$ cat config.mk
export PLATFORM = sky130hd
export DESIGN_NAME = router_core
export DESIGN_NICKNAME = d
export VERILOG_FILES = /design/src/design/noc_flit_pkg.sv /design/src/design/noc_port_pkg.sv /design/src/design/flit_register.sv /design/src/design/output_arbiter.sv /design/src/design/route_planner.sv /design/src/design/router_core.sv /design/src/design/selector.sv
export VERILOG_INCLUDE_DIRS = /design/src /design/src/design
export SDC_FILE = /design/constraint.sdc
export NUM_CORES = 1
export LEC_CHECK = 0
export ABC_AREA = 0
export BUFFER_PORTS_ARGS = -buffer_cell sky130_fd_sc_hd__buf_2
export CAP_MARGIN = 20
export CORE_MARGIN = 2
export CORE_UTILIZATION = 45
export CTS_CLUSTER_DIAMETER = 50
export DETAILED_ROUTE_END_ITERATION = 8
export PLACE_DENSITY = 0.71
export RECOVER_POWER = 50
export SLEW_MARGIN = 20
export SYNTH_ARGS = -nofsm -noshare
export SYNTH_HDL_FRONTEND = slang
export SYNTH_SLANG_ARGS = --single-unit
$ cat constraint.sdc
create_clock -name clk -period 3.3 [get_ports clk]
set_input_delay 0.33 -clock clk [delete_from_list [all_inputs] [get_ports clk]]
set_output_delay 0.33 -clock clk [all_outputs]
set_load 0.05 [all_outputs]
$ cat src/design/noc_config.svh
`ifndef NOC_CONFIG_SVH
`define NOC_CONFIG_SVH

// Port codes, in the fixed priority order used by every selector
`define PE        3'd0
`define X_POS     3'd1
`define Y_POS     3'd2
`define X_NEG     3'd3
`define Y_NEG     3'd4

// Relative request bits seen from each input port
// Each input drops its own direction and keeps the remaining order
`define PE_XPOS   2'd0
`define PE_YPOS   2'd1
`define PE_XNEG   2'd2
`define PE_YNEG   2'd3

`define XPOS_PE   2'd0
`define XPOS_YPOS 2'd1
`define XPOS_XNEG 2'd2
`define XPOS_YNEG 2'd3

`define YPOS_PE   2'd0
`define YPOS_XPOS 2'd1
`define YPOS_XNEG 2'd2
`define YPOS_YNEG 2'd3

`define XNEG_PE   2'd0
`define XNEG_XPOS 2'd1
`define XNEG_YPOS 2'd2
`define XNEG_YNEG 2'd3

`define YNEG_PE   2'd0
`define YNEG_XPOS 2'd1
`define YNEG_YPOS 2'd2
`define YNEG_XNEG 2'd3

// Flit field widths
`define COORD_W   3
`define PAYLOAD_W 16

// Position of this router in the mesh
`define ROUTER_X  3
`define ROUTER_Y  3

`endif

$ cat src/design/noc_flit_pkg.sv
`default_nettype none

`include "noc_config.svh"

package noc_flit_pkg;

	// One mesh coordinate on either axis
	typedef logic [`COORD_W-1:0] coord_t;

	// A single-flit packet
	// The destination sits in the upper bits so that routing only looks at the top
	typedef struct packed
	{
		coord_t                dest_x;
		coord_t                dest_y;
		logic [`PAYLOAD_W-1:0] payload;
	} flit_t;

endpackage

`default_nettype wire

$ cat src/design/noc_port_pkg.sv
`default_nettype none

`include "noc_config.svh"

package noc_port_pkg;

	import noc_flit_pkg::*;

	// The five router directions, encoded with the shared port codes
	typedef enum logic [2:0]
	{
		DIR_PE   = `PE,
		DIR_XPOS = `X_POS,
		DIR_YPOS = `Y_POS,
		DIR_XNEG = `X_NEG,
		DIR_YNEG = `Y_NEG
	} port_dir_t;

	// Four request bits, one per output other than the owner's own direction
	typedef logic [3:0] req_vec_t;

	// Flit offered by a sender on an input link
	typedef struct packed
	{
		logic  valid;
		flit_t flit;
	} link_in_t;

	// Flit offered by the router on an output link
	typedef struct packed
	{
		logic  valid;
		flit_t flit;
	} link_out_t;

endpackage

`default_nettype wire

$ cat src/design/flit_register.sv
`timescale 1ns/1ps
`default_nettype none

module flit_register
#(
	parameter type payload_t = logic [7:0]
)
(
	input  logic     clk,
	input  logic     reset,
	input  logic     in_valid,
	input  payload_t in_data,
	output logic     in_ready,
	output logic     out_valid,
	output payload_t out_data,
	input  logic     out_ready
);

	logic     full;
	payload_t data;

	// A new item fits when the slot is empty or is drained on this same edge
	assign in_ready  = !full || out_ready;
	assign out_valid = full;
	assign out_data  = data;

	always_ff @(posedge clk)
	begin
		if (reset)
			full <= 1'b0;
		else if (in_valid && in_ready)
			full <= 1'b1;
		else if (out_ready)
			full <= 1'b0;
	end

	// The payload only moves on an accepted handshake
	always_ff @(posedge clk)
	begin
		if (in_valid && in_ready)
			data <= in_data;
	end

	// A stalled item must not change under the receiver
	held_item_stable : assert property (@(posedge clk) disable iff (reset)
		(out_valid && !out_ready) |=> (out_valid && $stable(out_data)));

endmodule

`default_nettype wire

$ cat src/design/output_arbiter.sv
`timescale 1ns/1ps
`default_nettype none

module output_arbiter
	import noc_flit_pkg::*, noc_port_pkg::*;
#(
	parameter port_dir_t OUT_DIR = DIR_PE
)
(
	input  logic      clk,
	input  logic      reset,
	input  req_vec_t  request,
	output req_vec_t  grant,
	input  flit_t     flit_in,
	output link_out_t out,
	input  logic      out_ready,
	output logic      free
);

	localparam coord_t HOME_X = coord_t'(`ROUTER_X);
	localparam coord_t HOME_Y = coord_t'(`ROUTER_Y);

	logic [1:0] ptr;
	logic [1:0] win_idx;
	req_vec_t   next_grant;
	logic       reg_in_ready;
	logic       reg_valid;
	flit_t      reg_flit;
	logic       productive;

	// Round robin starting at the pointer
	// Scanning backwards leaves the request closest to the pointer as the winner
	always_comb
	begin
		logic [1:0] idx;
		next_grant = '0;
		win_idx    = ptr;
		for (int k = 3; k >= 0; k--)
		begin
			idx = ptr + 2'(k);
			if (request[idx])
			begin
				next_grant      = '0;
				next_grant[idx] = 1'b1;
				win_idx         = idx;
			end
		end
	end

	// The grant lives for one cycle only since free drops while it is pending
	always_ff @(posedge clk)
	begin
		if (reset)
		begin
			grant <= '0;
			ptr   <= '0;
		end
		else if (free && (request != '0))
		begin
			grant <= next_grant;
			ptr   <= win_idx + 2'd1;
		end
		else
			grant <= '0;
	end

	// Free means the output slot will be empty by the time a new grant loads it
	assign free = reg_in_ready && (grant == '0);

	// Output register, loaded from the crossbar during the grant cycle
	flit_register #(.payload_t(flit_t)) u_out_reg (
		.clk       (clk),
		.reset     (reset),
		.in_valid  (grant != '0),
		.in_data   (flit_in),
		.in_ready  (reg_in_ready),
		.out_valid (reg_valid),
		.out_data  (reg_flit),
		.out_ready (out_ready)
	);

	assign out.valid = reg_valid;
	assign out.flit  = reg_flit;

	// Whether the steered flit really moves closer to its destination through this port
	always_comb
	begin
		case (OUT_DIR)
			`PE:     productive = (flit_in.dest_x == HOME_X) && (flit_in.dest_y == HOME_Y);
			`X_POS:  productive = flit_in.dest_x > HOME_X;
			`Y_POS:  productive = flit_in.dest_y > HOME_Y;
			`X_NEG:  productive = flit_in.dest_x < HOME_X;
			default: productive = flit_in.dest_y < HOME_Y;
		endcase
	end

	// One winner, and the grant is gone again on the next edge
	grant_pulse : assert property (@(posedge clk) disable iff (reset)
		(grant != '0) |-> $onehot(grant) ##1 (grant == '0));

	// The crossbar must hand over a flit that was planned for this output
	grant_productive : assert property (@(posedge clk) disable iff (reset)
		(grant != '0) |-> productive);

endmodule

`default_nettype wire

$ cat src/design/route_planner.sv
`timescale 1ns/1ps
`default_nettype none

module route_planner
	import noc_flit_pkg::*, noc_port_pkg::*;
#(
	parameter port_dir_t PORT_DIR = DIR_XPOS
)
(
	input  logic     flit_valid,
	input  flit_t    flit,
	output req_vec_t request
);

	localparam coord_t HOME_X = coord_t'(`ROUTER_X);
	localparam coord_t HOME_Y = coord_t'(`ROUTER_Y);

	// Productive directions indexed by absolute port code
	logic [4:0] want;

	// Minimal adaptive routing keeps both axes open while both offsets are non-zero
	always_comb
	begin
		want = '0;
		if (flit_valid)
		begin
			want[`X_POS] = flit.dest_x > HOME_X;
			want[`X_NEG] = flit.dest_x < HOME_X;
			want[`Y_POS] = flit.dest_y > HOME_Y;
			want[`Y_NEG] = flit.dest_y < HOME_Y;
			// Local delivery only once the flit has arrived on both axes
			want[`PE]    = (flit.dest_x == HOME_X) && (flit.dest_y == HOME_Y);
		end
	end

	// Fold the absolute directions into this input's relative request bits
	always_comb
	begin
		request = '0;
		case (PORT_DIR)
			`PE:
			begin
				request[`PE_XPOS] = want[`X_POS];
				request[`PE_YPOS] = want[`Y_POS];
				request[`PE_XNEG] = want[`X_NEG];
				request[`PE_YNEG] = want[`Y_NEG];
			end
			`X_POS:
			begin
				request[`XPOS_PE]   = want[`PE];
				request[`XPOS_YPOS] = want[`Y_POS];
				request[`XPOS_XNEG] = want[`X_NEG];
				request[`XPOS_YNEG] = want[`Y_NEG];
			end
			`Y_POS:
			begin
				request[`YPOS_PE]   = want[`PE];
				request[`YPOS_XPOS] = want[`X_POS];
				request[`YPOS_XNEG] = want[`X_NEG];
				request[`YPOS_YNEG] = want[`Y_NEG];
			end
			`X_NEG:
			begin
				request[`XNEG_PE]   = want[`PE];
				request[`XNEG_XPOS] = want[`X_POS];
				request[`XNEG_YPOS] = want[`Y_POS];
				request[`XNEG_YNEG] = want[`Y_NEG];
			end
			default:
			begin
				request[`YNEG_PE]   = want[`PE];
				request[`YNEG_XPOS] = want[`X_POS];
				request[`YNEG_YPOS] = want[`Y_POS];
				request[`YNEG_XNEG] = want[`X_NEG];
			end
		endcase
	end

	// A flit heading back out of the port it came in on means the sender misrouted it
	always_comb
	begin
		no_u_turn : assert (!want[PORT_DIR])
		else $error("route_planner %0d: flit wants its own input direction", PORT_DIR);
	end

endmodule

`default_nettype wire

$ cat src/design/router_core.sv
`timescale 1ns/1ps
`default_nettype none

module router_core
	import noc_flit_pkg::*, noc_port_pkg::*;
(
	input  logic      clk,
	input  logic      reset,
	input  link_in_t  in [5],
	output logic      in_ready [5],
	output link_out_t out [5],
	input  logic      out_ready [5]
);

	logic     buf_valid [5];
	flit_t    buf_flit  [5];
	logic     strobe    [5];
	req_vec_t raw_req   [5];
	req_vec_t status    [5];
	req_vec_t sel_req   [5];
	req_vec_t arb_req   [5];
	req_vec_t grant     [5];
	req_vec_t grant_to  [5];
	logic     free      [5];
	flit_t    xbar_flit [5];

	for (genvar p = 0; p < 5; p++)
	begin : g_lane
		// Input buffer, emptied by the transfer strobe of its own grant
		flit_register #(.payload_t(flit_t)) u_in_buf (
			.clk       (clk),
			.reset     (reset),
			.in_valid  (in[p].valid),
			.in_data   (in[p].flit),
			.in_ready  (in_ready[p]),
			.out_valid (buf_valid[p]),
			.out_data  (buf_flit[p]),
			.out_ready (strobe[p])
		);

		route_planner #(.PORT_DIR(port_dir_t'(p))) u_planner (
			.flit_valid (buf_valid[p]),
			.flit       (buf_flit[p]),
			.request    (raw_req[p])
		);

		selector #(.PORT_DIR(port_dir_t'(p))) u_selector (
			.request         (raw_req[p]),
			.transfer_strobe (strobe[p]),
			.status          (status[p]),
			.masked_request  (sel_req[p])
		);

		output_arbiter #(.OUT_DIR(port_dir_t'(p))) u_arbiter (
			.clk       (clk),
			.reset     (reset),
			.request   (arb_req[p]),
			.grant     (grant[p]),
			.flit_in   (xbar_flit[p]),
			.out       (out[p]),
			.out_ready (out_ready[p]),
			.free      (free[p])
		);

		// Relative bit r of port p names port OTHER
		// BACK is the bit that names p again from OTHER's side
		for (genvar r = 0; r < 4; r++)
		begin : g_rel
			localparam int OTHER = (r < p) ? r : r + 1;
			localparam int BACK  = (p < OTHER) ? p : p - 1;

			// Port p as an output collects the request of input OTHER
			assign arb_req[p][r]  = sel_req[OTHER][BACK];
			// Port p as an input sees whether output OTHER is free
			assign status[p][r]   = free[OTHER];
			// Port p as an input sees the grant that output OTHER holds for it
			assign grant_to[p][r] = grant[OTHER][BACK];
		end

		assign strobe[p] = grant_to[p] != '0;
	end

	// Crossbar, each output ORs in the buffered flit of whichever input it granted
	always_comb
	begin
		for (int o = 0; o < 5; o++)
		begin
			xbar_flit[o] = '0;
			for (int r = 0; r < 4; r++)
			begin
				xbar_flit[o] = xbar_flit[o]
					| ({$bits(flit_t){grant[o][r]}} & buf_flit[(r < o) ? r : r + 1]);
			end
		end
	end

endmodule

`default_nettype wire

$ cat src/design/selector.sv
`timescale 1ns/1ps
`default_nettype none

module selector
	import noc_port_pkg::*;
#(
	parameter port_dir_t PORT_DIR = DIR_XPOS
)
(
	input  req_vec_t request,
	input  logic     transfer_strobe,
	input  req_vec_t status,
	output req_vec_t masked_request
);

	req_vec_t open_request;

	// Nothing leaves while this input's flit is being moved
	// Otherwise only outputs that report free stay in the running
	assign open_request = transfer_strobe ? '0 : (request & status);

	// Relative numbering keeps the global order PE, X+, Y+, X-, Y- without the own direction
	// So relative bit 0 always has the highest priority
	// Walk from the lowest priority upward so the best candidate is written last
	always_comb
	begin
		masked_request = '0;
		for (int k = 3; k >= 0; k--)
		begin
			if (open_request[k])
			begin
				masked_request    = '0;
				masked_request[k] = 1'b1;
			end
		end
	end

	// At most one arbiter may see this flit at a time
	always_comb
	begin
		single_request : assert ($onehot0(masked_request))
		else $error("selector %0d: request %b is not one-hot", PORT_DIR, masked_request);
	end

endmodule

`default_nettype wire

* After elaboration in Yosys (flattened, before gate mapping) *
Cells that the tools add are included.

cells by class
  equality and inequality tests = 10
  bitwise gates (word level) = 45
  order comparisons = 59
  $add $sub $neg = 20
  multiplexer cells = 170
  reductions and logical operators = 100

operator list
  cell                                                        number
  AND 22 bit                                                  20
  bitwise OR 22 bit                                           15
  two-way mux 4 bit                                           46
  less-than comparator 2 x 3 -> 1 bit, second input constant  20
  two-way mux 1 bit                                           60
  nonzero test 4 bit                                          15
  logical AND 1 bit                                           45
  binary-select mux 1 bit (select 2 bit)                      20
  demux 1 bit (select 2 bit)                                  20
  >= comparator 2 x 1 -> 1 bit, second input constant         20
  two-way mux 2 bit                                           20
  equality test 3 x 2 -> 1 bit, second input constant         10
  > comparator 3 x 2 -> 1 bit, second input constant          10
  less-than comparator 3 x 2 -> 1 bit, second input constant  9
  adder 2 x 1 -> 2 bit, second input constant                 10
  adder 2 bit, second input constant                          10
  AND 4 bit                                                   5
  logical NOT 4 bit                                           5
  two-way mux 5 bit                                           4
  nonzero test 2 bit                                          10
  logical NOT 1 bit                                           10
  logical OR 1 bit                                            10
  OR reduction 2 bit                                          5
  NOT 1 bit                                                   5

word-level totals
  logic and storage cells = 454
  register bits = 260
  bits of input ports = 122
  output and inout bits = 120

* Longest topological paths before layout *
  depth in word-level cells = 16
  gate-level depth with buffers = 11
  depth with buffers taken out = 9

* Cells and area by module *
A second synthesis with hierarchy kept.

second synthesis, totals
  cells, all modules = 1135
  area total of the unflattened synthesis = 13761.9 µm²

by module, submodules not included
  module                                     area each (µm²)  instances  seq. area each (µm²)  cells each
  flit_register                              715.7            10         680.7                 27
  output_arbiter at g_lane[1].u_arbiter ...  774.5            3          120.1                 85
  router_core                                2302.2           1          0.0                   375
  output_arbiter at g_lane[0].u_arbiter ...  744.5            2          120.1                 84
  selector                                   52.6             5          0.0                   7
  route_planner at g_lane[1].u_planner       51.3             1          0.0                   7
  route_planner at g_lane[2].u_planner       46.3             1          0.0                   7
  route_planner at g_lane[4].u_planner       45.0             1          0.0                   7
  route_planner at g_lane[0].u_planner       43.8             1          0.0                   5
  route_planner at g_lane[3].u_planner       41.3             1          0.0                   6

* Worst setup path after synthesis *
No wires, ideal clock.

  path type = register to register
  start = reg g_lane[3].u_arbiter.ptr[0]
  end = reg g_lane[3].u_arbiter.ptr[1]
  cell stages (with the launch flop) = 12
  library setup time = 129 ps
  path slack = 356 ps
  data arrival time = 2815 ps
  cell sequence = dfxtp_1 > clkbuf_1 > clkinv_1 > ha_1 > clkbuf_1 > o311ai_0 > o221ai_1 > o31a_1 > a21oi_1 > nor4_4 > mux2i_1 > o2bb2ai_1

between the ends
  longest elaborated chain between the ends = 8
  elaborated cells on any way between the ends = 16

RTL lines
  item                                     RTL line              text
  start: declaration                       output_arbiter.sv:23  logic [1:0] ptr;
  start signal: assignment                 output_arbiter.sv:61  ptr <= win_idx + 2'd1;
  adder 2 bit                              output_arbiter.sv:40  idx = ptr + 2'(k);
  binary-select mux 1 bit (select 2 bit)   output_arbiter.sv:41  if (request[idx])
  two-way mux 1 bit (not written as such)  output_arbiter.sv:41
  two-way mux 2 bit (3 in series)          output_arbiter.sv:41
  two-way mux 2 bit (*)                    output_arbiter.sv:41
  adder 2 x 1 -> 2 bit (*)                 output_arbiter.sv:61

Every way passes the cells marked *; elsewhere a longest branch is shown, timed or not. The select of a mux whose other input is x is not followed.
A chain may end at the register's enable or synchronous reset.

* Final worst setup path *
  start = reg g_lane[2].u_arbiter.grant[3]
  end = reg g_lane[3].u_arbiter.grant[3]

between the ends
  longest elaborated chain between the ends = 13
  elaborated cells on any way between the ends = 33

RTL lines
  item                                     RTL line              text
  start: declaration                       output_arbiter.sv:13  output req_vec_t grant,
  start signal: assignment                 output_arbiter.sv:60  grant <= next_grant;
  logical NOT 4 bit                        output_arbiter.sv:68  assign free = reg_in_ready && (grant == '0);
  logical AND 1 bit                        output_arbiter.sv:68
  AND 4 bit                                selector.sv:20        assign open_request = transfer_strobe ? '0 : (request & status);
  two-way mux 4 bit                        selector.sv:20
  two-way mux 4 bit (3 in series)          selector.sv:30        if (open_request[k])
  binary-select mux 1 bit (select 2 bit)   output_arbiter.sv:41
  two-way mux 1 bit (not written as such)  output_arbiter.sv:41
  two-way mux 4 bit (4 in series)          output_arbiter.sv:41
  end signal: assignment                   output_arbiter.sv:60
  end: declaration                         output_arbiter.sv:13

Parallel ways exist; a longest one is shown, timed or not. The select of a mux whose other input is x is not followed.

==> flow_summary.json <==
{
  "status": "finished, violations left",
  "violations": "max-capacitance violations, max-slew violations",
  "cts_buffers": 34,
  "hpwl_mm": 32.4,
  "grt_pass1_vias": 11800,
  "setup_tns_ns": 0,
  "end_kind": "flip-flop",
  "core_area_mm2": 0.0296,
  "grt_max_degree": 30,
  "ys_ff_latch": 260,
  "antenna_left": 0,
  "rows": 63,
  "drt-pass1-iter-count": 7,
  "ir_drop_mv": 0.513,
  "seq_area_mm2": 0.00741,
  "multi_input_area_mm2": 0.00556,
  "maxCapViolCount": 2,
  "holdWs_ns": 0.0120,
  "die_y_um": 177,
  "final_cell_mix": "a22oi_1 (227), edfxtp_1 (220), nand2_1 (156), buf_2 (137), clkbuf_1 (112)",
  "cts_tree": "built",
  "die_area_mm2": 0.0313,
  "period_needed_ns": 3.13,
  "portBuffers": 241,
  "route.detailed.drc": 0,
  "wl_mm": 47.8,
  "skew_ns": 0.0224,
  "vias": 12100,
  "cts_resized": 0,
  "final_common_cell": "a22oi_1",
  "ys_warn_count": 0,
  "viasPerCell": 6.32,
  "final.fill_count": 2474,
  "grt_pass1_wl_mm": 69.9,
  "cts_sinks": 260,
  "start_util": 0.455,
  "drtIter0Drc": 1783,
  "async_reset_ff_frac": 0,
  "dieWidth_um": 177,
  "pin_count": 242,
  "rsz0062_at_grt": "false",
  "fin_nets": 1658,
  "antenna_found_initial": 0,
  "syn-mean-instance-area_um2": 11.4,
  "slew_headroom": -0.101,
  "synth_cells": 1179,
  "insertion_delay_ns": 0.52,
  "tightest_slew_ns": 1.65,
  "arrival_ns": 3.55,
  "netlist-cell-type-count": 91,
  "drive_gt1_frac": 0.202,
  "routedWlPerCell_um": 24.9,
  "syn_to_final_growth_pct": 26.4,
  "synth_ff_type": "edfxtp_1",
  "leakagePower_nw": 6.62,
  "netlist_area_mm2": 0.0135,
  "synth_edf_count": 220,
  "grt_util_all_layers": 0.296,
  "max_freq_mhz": 320,
  "hold_viol": 0,
  "grt_overflow": 0,
  "cts.clk_slew.worst_paths_ns": 0.06,
  "cts-htree-levels": 2,
  "path_max_fanout": 24,
  "hold_class": "in -> reg",
  "diodes": 0,
  "synthesis.nets": 1332,
  "cp_data_required_time_ns": 3.73,
  "period_share": 0.948,
  "drv_slew": 23,
  "clockRootBuffer": "clkbuf_16",
  "startpoint_type": "flip-flop",
  "gp_congestion": 0.954,
  "seq_area_frac_synth": 0.550,
  "power.density_mw_per_mm2": 992,
  "path_class": "reg -> reg",
  "setup_viol": 0,
  "cts_buffer_depth": 3
}
-- stage by stage --
step | utilization | power [mW] | instance area (um^2) | instances | setup slack (ns)
finish | 0.575 | 16.9 | 17000 | 1921 | 0.173
global route | 0.575 | 17.5 | 17000 | 1921 | 0.00950
CTS | 0.578 | 16.8 | 17100 | 1911 | 0.267
detailed placement | 0.515 | 13.0 | 15200 | 1781 | 0.255
global placement | 0.515 | 12.9 | 15200 | 1781 | 0.291
floorplan | - | 10.7 | 13500 | 1179 | 0.356
-- critical path, stage by stage, from the launching register on --
cell and delay (ns):
dfxtp_1 0.36, buf_4 0.30, or2_2 0.39, nor2_2 0.23
inv_1 0.19, nor4_1 0.59, nor2b_1 0.15, and3_1 0.24
nor2_1 0.22, o221ai_1 0.16, a21oi_1 0.22
-- sequential cells by signal, summed over array words and instances, names as in the netlist --
| signal | flops |
|---|---|
| g_lane.u_arbiter.grant | 20 |
| g_lane.u_arbiter.ptr | 10 |
| g_lane.u_arbiter.u_out_reg.out_data | 110 |
| g_lane.u_arbiter.u_out_reg.out_valid | 5 |
| g_lane.u_in_buf.out_data | 110 |
| g_lane.u_in_buf.out_valid | 5 |
-- metal layers --
metal | track usage | wire length [um] | vias up | share of wire
met1 | 0.389 | 17900 | 5739 | 0.37
met4 | 0.156 | 2480 | 0 | 0.052
met3 | 0.0640 | 5720 | 190 | 0.12
met2 | 0.461 | 21800 | 943 | 0.45
li1 | - | - | 5275 | -
met5 | 0 | 0 | - | 0
-- what timing repair did --
item / in CTS / in global routing
hold buffers: 68 / 10
setup buffers: 0 / 0
hold endpoints to repair: 68 / 10
-- power by group --
| part | total, mW | leakage, nW | switching (mW) | internal, mW |
|---|---|---|---|---|
| clock | 3.82 | 0.568 | 1.49 | 2.33 |
| sequential | 5.47 | 2.46 | 0.636 | 4.83 |
| combinational | 7.57 | 3.59 | 5.57 | 2.00 |
-- final cells by class --
cell class,instances,share of cell area
multi-input cells,806,0.327
clock inverters,26,0.0183
clock buffers,36,0.0505
well taps,390,0.0287
flip-flops and latches,260,0.436
repair buffers,378,0.135
inverters,25,0.00552
-- final timing paths --
| path | endpoint | depth (start not counted) | from | slack, ns |
|---|---|---|---|---|
| hold / removal | g_lane[0].u_in_buf.out_data[21] | 1 | in[113] | 0.01 |
| setup reg to reg | g_lane[3].u_arbiter.grant[3] | 10 | g_lane[2].u_arbiter.grant[3] | 0.17 |
| setup / recovery | g_lane[3].u_arbiter.grant[3] | 10 | g_lane[2].u_arbiter.grant[3] | 0.17 |
| hold reg to reg | g_lane[2].u_arbiter.u_out_reg.out_data[0] | 2 | g_lane[3].u_in_buf.out_data[0] | 0.62 |
-- logic make-up (layout without fill, tap and decap cells) --
kind of cell	Yosys count	in the layout	share of synthesized area
and+or+nand+nor	371	371	0.149
AOI/OAI and AO/OA	375	375	0.209
adders and majority gates	31	31	0.0288
buffers and inverters	113	465	0.0365
DFF	260	260	0.550
xor gates and xnor gates	3	3	0.00195
muxes	26	26	0.0241
-- cells in the mapped netlist (4+ instances only) --
library cell | number | area, um^2
a211oi_1 | 7 | 52.6
a21o_1 | 5 | 37.5
a21oi_1 | 25 | 125
a221oi_1 | 12 | 105
a22oi_1 | 227 | 1700
a31oi_1 | 9 | 56.3
and2_1 | 11 | 68.8
and3_1 | 9 | 56.3
buf_1 | 11 | 41.3
buf_2 | 8 | 40.0
buf_4 | 11 | 82.6
clkbuf_1 | 55 | 206
dfxtp_1 | 40 | 801
edfxtp_1 | 220 | 6610
ha_1 | 31 | 388
inv_1 | 22 | 82.6
mux2_2 | 7 | 78.8
mux2i_1 | 13 | 130
nand2_1 | 156 | 586
nand2b_1 | 10 | 62.6
nand3_1 | 22 | 110
nand4_1 | 12 | 75.1
nor2_1 | 58 | 218
nor2b_1 | 11 | 68.8
nor3_1 | 14 | 70.1
nor4_1 | 7 | 43.8
nor4_4 | 5 | 106
o211a_1 | 4 | 40.0
o21a_1 | 4 | 30.0
o21ai_0 | 25 | 125
o221ai_1 | 10 | 87.6
o31ai_1 | 4 | 30.0
or2_2 | 6 | 37.5
or3_1 | 9 | 56.3
or4_4 | 4 | 45.0
Power figures use the tool's default switching activity.
